===== src/verilog/sid_pkg.sv =====
package sid_pkg;

    // Register file geometry
    localparam int reg_addr_w = 5;
    localparam int reg_count  = 32;
    localparam int image_w    = 8 * reg_count;

    // Voice register block, voice n starts at 7n
    localparam int voice_count  = 3;
    localparam int voice_stride = 7;
    localparam int off_freq_lo  = 0;
    localparam int off_freq_hi  = 1;
    localparam int off_pw_lo    = 2;
    localparam int off_pw_hi    = 3;
    localparam int off_ctrl     = 4;

    // Control byte bits
    localparam int ctrl_gate  = 0;
    localparam int ctrl_tri   = 4;
    localparam int ctrl_saw   = 5;
    localparam int ctrl_pulse = 6;

    // Low nibble is the master volume
    localparam int addr_mode_vol = 'h18;

    // Synthesis widths
    localparam int phase_w  = 24;
    localparam int wave_w   = 12;
    localparam int sample_w = 16;

    // Host byte, either a command header or a data byte
    typedef union packed {
        struct packed {
            logic                  wr;
            logic [1:0]            rsvd;
            logic [reg_addr_w-1:0] addr;
        } f;
        logic [7:0] raw;
    } host_hdr_u;

endpackage


===== src/verilog/sid_bus_if.sv =====
`timescale 1ns/1ps

module sid_bus_if (
    input  logic                           clk_usb,
    input  logic                           rst_n,
    input  logic [sid_pkg::reg_addr_w-1:0] a_in,
    input  logic [7:0]                     d_in,
    input  logic                           rw,
    input  logic                           cs_n,
    input  logic                           phi2,
    output logic [7:0]                     d_out,
    output logic                           d_oe,
    output logic                           c64_wr,
    output logic                           c64_rd,
    output logic [sid_pkg::reg_addr_w-1:0] c64_addr,
    output logic [7:0]                     c64_wdata,
    input  logic [7:0]                     rdata,
    input  logic                           c64_rd_done,
    output logic                           tick
);

    logic phi2_meta;
    logic phi2_sync;
    logic phi2_prev;
    logic phi2_rise;
    logic phi2_fall;

    // Two-flop synchronizer, then one more stage for edge detection
    always_ff @(posedge clk_usb) begin
        if (!rst_n) begin
            phi2_meta <= 1'b0;
            phi2_sync <= 1'b0;
            phi2_prev <= 1'b0;
        end else begin
            phi2_meta <= phi2;
            phi2_sync <= phi2_meta;
            phi2_prev <= phi2_sync;
        end
    end

    assign phi2_rise = phi2_sync & ~phi2_prev;
    assign phi2_fall = ~phi2_sync & phi2_prev;

    // Strobes follow the detected edge by one cycle
    always_ff @(posedge clk_usb) begin
        if (!rst_n) begin
            c64_wr <= 1'b0;
            c64_rd <= 1'b0;
            tick   <= 1'b0;
        end else begin
            c64_wr <= phi2_fall & ~cs_n & ~rw;
            c64_rd <= phi2_rise & ~cs_n & rw;
            tick   <= phi2_rise;
        end
    end

    // Bus capture at the selected edge
    always_ff @(posedge clk_usb) begin
        if ((phi2_rise || phi2_fall) && !cs_n) begin
            c64_addr <= a_in;
        end
        if (phi2_fall && !cs_n && !rw) begin
            c64_wdata <= d_in;
        end
    end

    // Read byte on the pads until phi2 drops
    always_ff @(posedge clk_usb) begin
        if (!rst_n) begin
            d_oe <= 1'b0;
        end else if (phi2_fall) begin
            d_oe <= 1'b0;
        end else if (c64_rd_done) begin
            d_oe <= 1'b1;
        end
    end

    always_ff @(posedge clk_usb) begin
        if (c64_rd_done) begin
            d_out <= rdata;
        end
    end

    // Strobes come from opposite phi2 edges
    a_wr_rd_excl: assert property (@(posedge clk_usb) disable iff (!rst_n)
        !(c64_wr && c64_rd));

    // C64 reads always win arbitration and return two cycles later
    a_rd_answer: assert property (@(posedge clk_usb) disable iff (!rst_n)
        c64_rd |-> ##2 c64_rd_done);

endmodule


===== src/verilog/host_cmd_port.sv =====
`timescale 1ns/1ps

module host_cmd_port (
    input  logic                           clk_usb,
    input  logic                           rst_n,
    input  logic [7:0]                     out_data,
    input  logic                           out_valid,
    output logic                           host_wr,
    output logic                           host_rd,
    output logic [sid_pkg::reg_addr_w-1:0] host_addr,
    output logic [7:0]                     host_wdata,
    input  logic [7:0]                     rdata,
    input  logic                           host_rd_done,
    output logic [7:0]                     in_data,
    output logic                           in_valid
);

    import sid_pkg::*;

    host_hdr_u byte_in;
    logic      wait_data;

    assign byte_in = host_hdr_u'(out_data);

    // Header or data phase
    always_ff @(posedge clk_usb) begin
        if (!rst_n) begin
            wait_data <= 1'b0;
            host_wr   <= 1'b0;
            host_rd   <= 1'b0;
        end else begin
            host_wr <= 1'b0;
            host_rd <= 1'b0;
            if (out_valid) begin
                if (wait_data) begin
                    host_wr   <= 1'b1;
                    wait_data <= 1'b0;
                end else if (byte_in.f.wr) begin
                    wait_data <= 1'b1;
                end else begin
                    host_rd <= 1'b1;
                end
            end
        end
    end

    // Address comes from the header, data from the byte after it
    always_ff @(posedge clk_usb) begin
        if (out_valid) begin
            if (wait_data) begin
                host_wdata <= byte_in.raw;
            end else begin
                host_addr <= byte_in.f.addr;
            end
        end
    end

    // Response byte back to the host
    always_ff @(posedge clk_usb) begin
        if (!rst_n) begin
            in_valid <= 1'b0;
        end else begin
            in_valid <= host_rd_done;
        end
    end

    always_ff @(posedge clk_usb) begin
        if (host_rd_done) begin
            in_data <= rdata;
        end
    end

endmodule


===== src/verilog/reg_arbiter.sv =====
`timescale 1ns/1ps

module reg_arbiter (
    input  logic                           clk_usb,
    input  logic                           rst_n,
    input  logic                           c64_wr,
    input  logic                           c64_rd,
    input  logic [sid_pkg::reg_addr_w-1:0] c64_addr,
    input  logic [7:0]                     c64_wdata,
    output logic                           c64_rd_done,
    input  logic                           host_wr,
    input  logic                           host_rd,
    input  logic [sid_pkg::reg_addr_w-1:0] host_addr,
    input  logic [7:0]                     host_wdata,
    output logic                           host_rd_done,
    output logic                           rf_we,
    output logic                           rf_re,
    output logic [sid_pkg::reg_addr_w-1:0] rf_addr,
    output logic [7:0]                     rf_wdata,
    input  logic [7:0]                     rf_rdata,
    output logic [7:0]                     rdata
);

    import sid_pkg::*;

    logic                  c64_req;
    logic                  host_req;
    logic                  grant_pend;
    logic                  grant_host;
    logic                  pend_valid;
    logic                  pend_we;
    logic [reg_addr_w-1:0] pend_addr;
    logic [7:0]            pend_wdata;
    logic                  host_tag;

    assign c64_req    = c64_wr | c64_rd;
    assign host_req   = host_wr | host_rd;
    // C64 first, then the waiting host request, then a fresh one
    assign grant_pend = ~c64_req & pend_valid;
    assign grant_host = ~c64_req & ~pend_valid & host_req;

    always_ff @(posedge clk_usb) begin
        if (!rst_n) begin
            rf_we        <= 1'b0;
            rf_re        <= 1'b0;
            pend_valid   <= 1'b0;
            host_tag     <= 1'b0;
            c64_rd_done  <= 1'b0;
            host_rd_done <= 1'b0;
        end else begin
            rf_we <= c64_wr | (grant_pend & pend_we) | (grant_host & host_wr);
            rf_re <= c64_rd | (grant_pend & ~pend_we) | (grant_host & host_rd);
            if (c64_req && host_req) begin
                pend_valid <= 1'b1;
            end else if (grant_pend) begin
                pend_valid <= 1'b0;
            end
            // Tag travels with rf_re to steer the done strobe
            host_tag     <= ~c64_req;
            c64_rd_done  <= rf_re & ~host_tag;
            host_rd_done <= rf_re & host_tag;
        end
    end

    always_ff @(posedge clk_usb) begin
        if (c64_req && host_req) begin
            pend_we    <= host_wr;
            pend_addr  <= host_addr;
            pend_wdata <= host_wdata;
        end
        if (c64_req) begin
            rf_addr  <= c64_addr;
            rf_wdata <= c64_wdata;
        end else if (pend_valid) begin
            rf_addr  <= pend_addr;
            rf_wdata <= pend_wdata;
        end else begin
            rf_addr  <= host_addr;
            rf_wdata <= host_wdata;
        end
    end

    assign rdata = rf_rdata;

    // Host may not issue while its previous request still waits
    a_pend_overflow: assert property (@(posedge clk_usb) disable iff (!rst_n)
        host_req |-> !pend_valid);

    a_we_re_excl: assert property (@(posedge clk_usb) disable iff (!rst_n)
        !(rf_we && rf_re));

endmodule


===== src/verilog/sid_regfile.sv =====
`timescale 1ns/1ps

module sid_regfile (
    input  logic                           clk_usb,
    input  logic                           rst_n,
    input  logic                           rf_we,
    input  logic                           rf_re,
    input  logic [sid_pkg::reg_addr_w-1:0] rf_addr,
    input  logic [7:0]                     rf_wdata,
    output logic [7:0]                     rf_rdata,
    output logic [sid_pkg::image_w-1:0]    image
);

    import sid_pkg::*;

    logic [7:0] regs [reg_count];

    // Register bytes, all zero out of reset
    always_ff @(posedge clk_usb) begin
        if (!rst_n) begin
            for (int i = 0; i < reg_count; i++) begin
                regs[i] <= 8'h00;
            end
        end else if (rf_we) begin
            regs[rf_addr] <= rf_wdata;
        end
    end

    // Registered read port
    always_ff @(posedge clk_usb) begin
        if (rf_re) begin
            rf_rdata <= regs[rf_addr];
        end
    end

    // Byte i sits at image[8i+7:8i]
    for (genvar i = 0; i < reg_count; i++) begin : g_image
        assign image[8*i +: 8] = regs[i];
    end

endmodule


===== src/verilog/sid_voices.sv =====
`timescale 1ns/1ps

module sid_voices (
    input  logic                                clk_usb,
    input  logic                                rst_n,
    input  logic                                tick,
    input  logic [sid_pkg::image_w-1:0]         image,
    output logic signed [sid_pkg::sample_w-1:0] sample,
    output logic                                sample_valid
);

    import sid_pkg::*;

    logic [phase_w-1:0]       phase   [voice_count];
    logic [15:0]              freq    [voice_count];
    logic [wave_w-1:0]        pw      [voice_count];
    logic [7:0]               ctrl    [voice_count];
    logic [wave_w-1:0]        wave    [voice_count];
    logic                     active  [voice_count];
    logic signed [wave_w-1:0] contrib [voice_count];
    logic [3:0]               volume;
    logic signed [wave_w+1:0] mix_sum;
    logic signed [wave_w+6:0] mix_prod;
    logic signed [wave_w+6:0] mix_scaled;
    logic                     tick_d;

    function automatic logic [7:0] reg_byte(input logic [image_w-1:0] img, input int addr);
        return img[8*addr +: 8];
    endfunction

    // Voice fields out of the register image
    for (genvar v = 0; v < voice_count; v++) begin : g_fields
        assign freq[v] = {reg_byte(image, v*voice_stride + off_freq_hi),
                          reg_byte(image, v*voice_stride + off_freq_lo)};
        assign pw[v]   = {image[8*(v*voice_stride + off_pw_hi) +: 4],
                          reg_byte(image, v*voice_stride + off_pw_lo)};
        assign ctrl[v] = reg_byte(image, v*voice_stride + off_ctrl);
    end

    assign volume = image[8*addr_mode_vol +: 4];

    // Phase advance on tick, sample one cycle later
    always_ff @(posedge clk_usb) begin
        if (!rst_n) begin
            for (int v = 0; v < voice_count; v++) begin
                phase[v] <= '0;
            end
            tick_d       <= 1'b0;
            sample_valid <= 1'b0;
            sample       <= '0;
        end else begin
            tick_d       <= tick;
            sample_valid <= tick_d;
            if (tick_d) begin
                sample <= mix_scaled[sample_w-1:0];
            end
            if (tick) begin
                for (int v = 0; v < voice_count; v++) begin
                    if (ctrl[v][ctrl_gate]) begin
                        phase[v] <= phase[v] + phase_w'(freq[v]);
                    end
                end
            end
        end
    end

    // Waveform select, pulse over saw over triangle
    always_comb begin
        for (int v = 0; v < voice_count; v++) begin
            if (ctrl[v][ctrl_pulse]) begin
                wave[v] = (phase[v][phase_w-1 -: wave_w] >= pw[v]) ? '1 : '0;
            end else if (ctrl[v][ctrl_saw]) begin
                wave[v] = phase[v][phase_w-1 -: wave_w];
            end else begin
                wave[v] = phase[v][phase_w-2 -: wave_w] ^ {wave_w{phase[v][phase_w-1]}};
            end
            active[v] = ctrl[v][ctrl_gate] &
                        (ctrl[v][ctrl_tri] | ctrl[v][ctrl_saw] | ctrl[v][ctrl_pulse]);
            // Flipping the MSB gives wave minus 2048
            contrib[v] = active[v] ? {~wave[v][wave_w-1], wave[v][wave_w-2:0]} : '0;
        end
    end

    // Mix and master volume
    always_comb begin
        mix_sum = '0;
        for (int v = 0; v < voice_count; v++) begin
            mix_sum = mix_sum + contrib[v];
        end
        mix_prod   = mix_sum * $signed({1'b0, volume});
        mix_scaled = mix_prod >>> 2;
    end

endmodule


===== src/verilog/sid_core_top.sv =====
`timescale 1ns/1ps

module sid_core_top (
    input  logic                                clk_usb,
    input  logic                                rst_n,
    input  logic [sid_pkg::reg_addr_w-1:0]      a_in,
    input  logic [7:0]                          d_in,
    input  logic                                rw,
    input  logic                                cs_n,
    input  logic                                phi2,
    output logic [7:0]                          d_out,
    output logic                                d_oe,
    input  logic [7:0]                          out_data,
    input  logic                                out_valid,
    output logic [7:0]                          in_data,
    output logic                                in_valid,
    output logic signed [sid_pkg::sample_w-1:0] sample,
    output logic                                sample_valid
);

    import sid_pkg::*;

    // C64 requester
    logic                  c64_wr;
    logic                  c64_rd;
    logic [reg_addr_w-1:0] c64_addr;
    logic [7:0]            c64_wdata;
    logic                  c64_rd_done;

    // Host requester
    logic                  host_wr;
    logic                  host_rd;
    logic [reg_addr_w-1:0] host_addr;
    logic [7:0]            host_wdata;
    logic                  host_rd_done;

    // Shared register port
    logic                  rf_we;
    logic                  rf_re;
    logic [reg_addr_w-1:0] rf_addr;
    logic [7:0]            rf_wdata;
    logic [7:0]            rf_rdata;
    logic [7:0]            rdata;
    logic [image_w-1:0]    image;
    logic                  tick;

    sid_bus_if u_bus_if (
        .clk_usb(clk_usb), .rst_n(rst_n), .a_in(a_in), .d_in(d_in),
        .rw(rw), .cs_n(cs_n), .phi2(phi2), .d_out(d_out), .d_oe(d_oe),
        .c64_wr(c64_wr), .c64_rd(c64_rd), .c64_addr(c64_addr), .c64_wdata(c64_wdata),
        .rdata(rdata), .c64_rd_done(c64_rd_done), .tick(tick)
    );

    host_cmd_port u_host (
        .clk_usb(clk_usb), .rst_n(rst_n), .out_data(out_data), .out_valid(out_valid),
        .host_wr(host_wr), .host_rd(host_rd), .host_addr(host_addr),
        .host_wdata(host_wdata), .rdata(rdata), .host_rd_done(host_rd_done),
        .in_data(in_data), .in_valid(in_valid)
    );

    reg_arbiter u_arb (
        .clk_usb(clk_usb), .rst_n(rst_n),
        .c64_wr(c64_wr), .c64_rd(c64_rd), .c64_addr(c64_addr), .c64_wdata(c64_wdata),
        .c64_rd_done(c64_rd_done),
        .host_wr(host_wr), .host_rd(host_rd), .host_addr(host_addr),
        .host_wdata(host_wdata), .host_rd_done(host_rd_done),
        .rf_we(rf_we), .rf_re(rf_re), .rf_addr(rf_addr), .rf_wdata(rf_wdata),
        .rf_rdata(rf_rdata), .rdata(rdata)
    );

    sid_regfile u_regs (
        .clk_usb(clk_usb), .rst_n(rst_n), .rf_we(rf_we), .rf_re(rf_re),
        .rf_addr(rf_addr), .rf_wdata(rf_wdata), .rf_rdata(rf_rdata), .image(image)
    );

    sid_voices u_voices (
        .clk_usb(clk_usb), .rst_n(rst_n), .tick(tick), .image(image),
        .sample(sample), .sample_valid(sample_valid)
    );

endmodule


===== config.mk =====
export PLATFORM = sky130hd
export DESIGN_NAME = sid_core_top
export DESIGN_NICKNAME = d
export VERILOG_FILES = /design/src/verilog/sid_pkg.sv /design/src/verilog/sid_bus_if.sv /design/src/verilog/host_cmd_port.sv /design/src/verilog/reg_arbiter.sv /design/src/verilog/sid_regfile.sv /design/src/verilog/sid_voices.sv /design/src/verilog/sid_core_top.sv
export SDC_FILE = /design/constraint.sdc
export NUM_CORES = 1
export LEC_CHECK = 0
export CAP_MARGIN = 10
export CELL_PAD_IN_SITES_DETAIL_PLACEMENT = 0
export CELL_PAD_IN_SITES_GLOBAL_PLACEMENT = 1
export CORE_UTILIZATION = 48
export DETAILED_ROUTE_END_ITERATION = 8
export DONT_BUFFER_PORTS = 1
export PLACE_DENSITY = 0.83
export SYNTH_ARGS = -nofsm -noshare
export SYNTH_HDL_FRONTEND = slang
export SYNTH_SLANG_ARGS = --single-unit

===== constraint.sdc =====
create_clock -name clk_usb -period 6.4 [get_ports clk_usb]
set_input_delay 0.32 -clock clk_usb [delete_from_list [all_inputs] [get_ports clk_usb]]
set_output_delay 0.32 -clock clk_usb [all_outputs]
set_load 0.02 [all_outputs]

==> out/metrics.csv <==
stage;metric;value;unit
sta;rsz0062_at_grt;yes;
setup_path;cp.required;6.88;ns
setup_path;cp-start-kind;register;
sta;fmax;148.0;MHz
floorplanning;fp.dieH;230.8;µm
logic_synthesis;ys.flop_type;edfxtp_1;
sta;hold_viol_final;0;
logic_synthesis;synth_edf_count;392;
final_layout;final_cell_mix;392 x edfxtp_1, 301 x and2_1, 150 x nor2_1;
power_and_ir_drop;total_leakage_power;11.18;nW
drt;wl_per_cell;21.00;µm
drt;drcViolationCount;0;
placement;pre_cts_ws;-0.4501;ns
sta;fin_ws;-0.3580;ns
floorplanning;num_rows;83;
drt;firstDrtPassIters;5;
power_and_ir_drop;totalPowerFinal;6.990;mW
setup_path;criticalPathCategory;reg2reg;
placement;hpwl;44300;µm
logic_synthesis;syn_area_per_cell;11.58;µm²
drt;drtIter0Drc;1323;
final_layout;area_growth;15.34;%
setup_path;path_common_cell;fa_1;
sta;hold_ws;0.06375;ns
power_and_ir_drop;p_switching;1.797;mW
clocking;clk_latency;0.62;ns
clocking;cts_buffers;49;
floorplanning;die_width;230.8;µm
run;cap_viol_max_count;0;
logic_synthesis;synth_cells;2169;
sta;relSlewSlack;17.53;%
clocking;root_buffer;clkbuf_16;
floorplanning;core;51510;µm²
final_layout;num_antenna_cells;0;
clocking;clk_pin_slew;0.07;ns
power_and_ir_drop;pwr-share-clk;39.7;%
placement;placed_cells;2874;
sta;post-route-period-util;105.6;%
final_layout;stdcell_area;28980;µm²
global_route;grt_pass1_wl;97680;µm
global_route;grt_pass1_vias;17280;
sta;tightestPinTransition;1.224;ns
drt;dr_total_vias;17090;
placement;gp_congestion;0.9171;
clocking;cts_tree;done;
final_layout;drive_gt1_share;16.27;%
sta;setup_tns;-1.936;ns
clocking;ctsHtreeMaxLevel;2;
logic_synthesis;ys_seq_area_share;50.68;%
drt;ant_nets;0;
outcome;outcome;finished with violations;
worst_hold_path;holdCritPathClass;in2reg;
logic_synthesis;synth-seq-cells;440;
global_route;antenna_found_initial;2;
sta;setup_violations;9;
setup_path;critPathMaxFanout;3;
drt;wirelength;63200;µm
logic_synthesis;syn_area;25120;µm²
logic_synthesis;synthArstFlopShare;0;%
power_and_ir_drop;p_sw_share;25.71;%
final_layout;finalCoreUtilization;56.25;%
logic_synthesis;syn-num-nets;2370;
sta;slew_violations;0;
final_layout;layout_commonest_cell;edfxtp_1;
setup_path;cp_slowest_cell;fa_1;
clocking;cts.path.max_buffers;3;
power_and_ir_drop;powerDensity;241.2;nW/µm²
setup_path;slowest_delay;0.55;ns
final_layout;fin_cells;3009;
outcome;violations;negative setup slack;
global_route;grt_use_total;23.95;%
floorplanning;dieArea;53250;µm²
placement;dpl_cell_area;26710;µm²
sta;fin_skew;0.03215;ns
setup_path;worstPathArrival;7.24;ns
power_and_ir_drop;seq_power_share;47.0;%
placement;numPortBuffers;0;
logic_synthesis;synthDistinctLibCells;72;
drt;viasPerCell;5.680;
power_and_ir_drop;combPwrFrac;13.3;%
clocking;cts_num_sinks;440;
setup_path;endpoint_kind;register;
sta;fin_crit;6.758;ns
floorplanning;io_pins;62;
global_route;grt_max_degree;54;
power_and_ir_drop;ir_worst_vdd;0.2393;mV
final_layout;nNetsFinal;2494;
logic_synthesis;yosysWarnings;0;
global_route;grt_overflow_total;0;
floorplanning;initial_core_util;48.77;%
power_and_ir_drop;intPower;5.192;mW
[critical path: cells and delay by family (launching register included)]
kind	cells	cell delay, ns
DFF	1	0.40
buffers and inverters	3	0.24
xor gates and xnor gates	2	0.19
adders and majority gates	7	2.71
and+or+nand+nor	6	0.73
AOI/OAI and AO/OA	12	2.36
[routing by layer]
metal | global-route usage, % | wire (µm) | vias to the layer above
li1 | - | - | 8007
met1 | 30.05 | 25450 | 8391
met2 | 40.89 | 30840 | 573
met3 | 4.138 | 4532 | 120
met4 | 9.810 | 2376 | 0
met5 | 0 | 0 | -
[power by group through the flow]
stage               combinational [mW]  clock [mW]  sequential [mW]
floorplan                        0.597           0             3.31
global placement                 0.836           0             3.34
detailed placement               0.855           0             3.35
CTS                              0.896        2.81             3.29
global route                      1.02        2.92             3.29
finish                           0.928        2.78             3.29
[cell families after synthesis]
| group | Yosys count | share of synthesized area (%) |
|---|---|---|
| DFF | 440 | 50.68 |
| muxes | 85 | 6.574 |
| xor gates and xnor gates | 107 | 3.730 |
| buffers and inverters | 259 | 3.945 |
| and+or+nand+nor | 702 | 14.89 |
| AOI/OAI and AO/OA | 402 | 10.20 |
| adders and majority gates | 174 | 9.981 |
[cells in the mapped netlist (all sizes together), types with 21 or more instances]
cell    number  area share, %
a211oi      27           0.83
a21o        24           0.72
a21oi       72            1.4
a22oi       32           0.96
and2       304            7.6
buf         27           0.48
clkbuf      78            1.2
dfxtp       48            3.8
edfxtp     392             47
fa          44            3.5
ha         130            6.5
inv        153            2.3
mux2i       21           0.84
mux4        64            5.7
nand2      102            1.5
nor2       155            2.3
nor3        33           0.66
o21a        23           0.69
o21ai      150            3.0
xnor2       79            2.8
xor2        28           0.98
[cell type report]
cell class                      count  area [µm²]
Fill cell                        4227       22530
Sequential cell                   440       12740
Multi-Input combinational cell   1470       11800
Timing Repair Buffer              178        1424
Clock buffer                       62        1315
Tap cell                          680       850.8
Inverter                          154       578.1
Clock inverter                     25       267.8
[sequential cells by signal, indices dropped and copies added, names as in the netlist, 8 cells and up]
signal	cells
u_voices.phase	72
u_host.host_wdata	8
u_arb.rf_wdata	8
u_regs.regs	256
u_host.in_data	8
u_bus_if.c64_wdata	8
u_arb.pend_wdata	8
u_bus_if.d_out	8
u_regs.rf_rdata	8
u_voices.sample	16
[repair_timing]
action                                  CTS  global route
hold buffers                             28             1
buffers inserted                          7             5
gates resized for setup                  25            33
endpoints found under the setup margin   10            13
hold endpoints to repair                 50             1
pin swaps                                28            27
[path summary, 6_finish.rpt]
path,from,endpoint,slack (ns),cells after the start
setup / recovery,u_voices.phase[0][42],u_voices.sample[15],-0.36,30
hold / removal,rst_n,u_regs.regs[25][6],0.06,1
setup reg to reg,u_voices.phase[0][42],u_voices.sample[15],-0.36,30
hold reg to reg,u_arb.host_tag,u_arb.c64_rd_done,0.41,1
No activity file was read; power rests on OpenSTA's default activity.
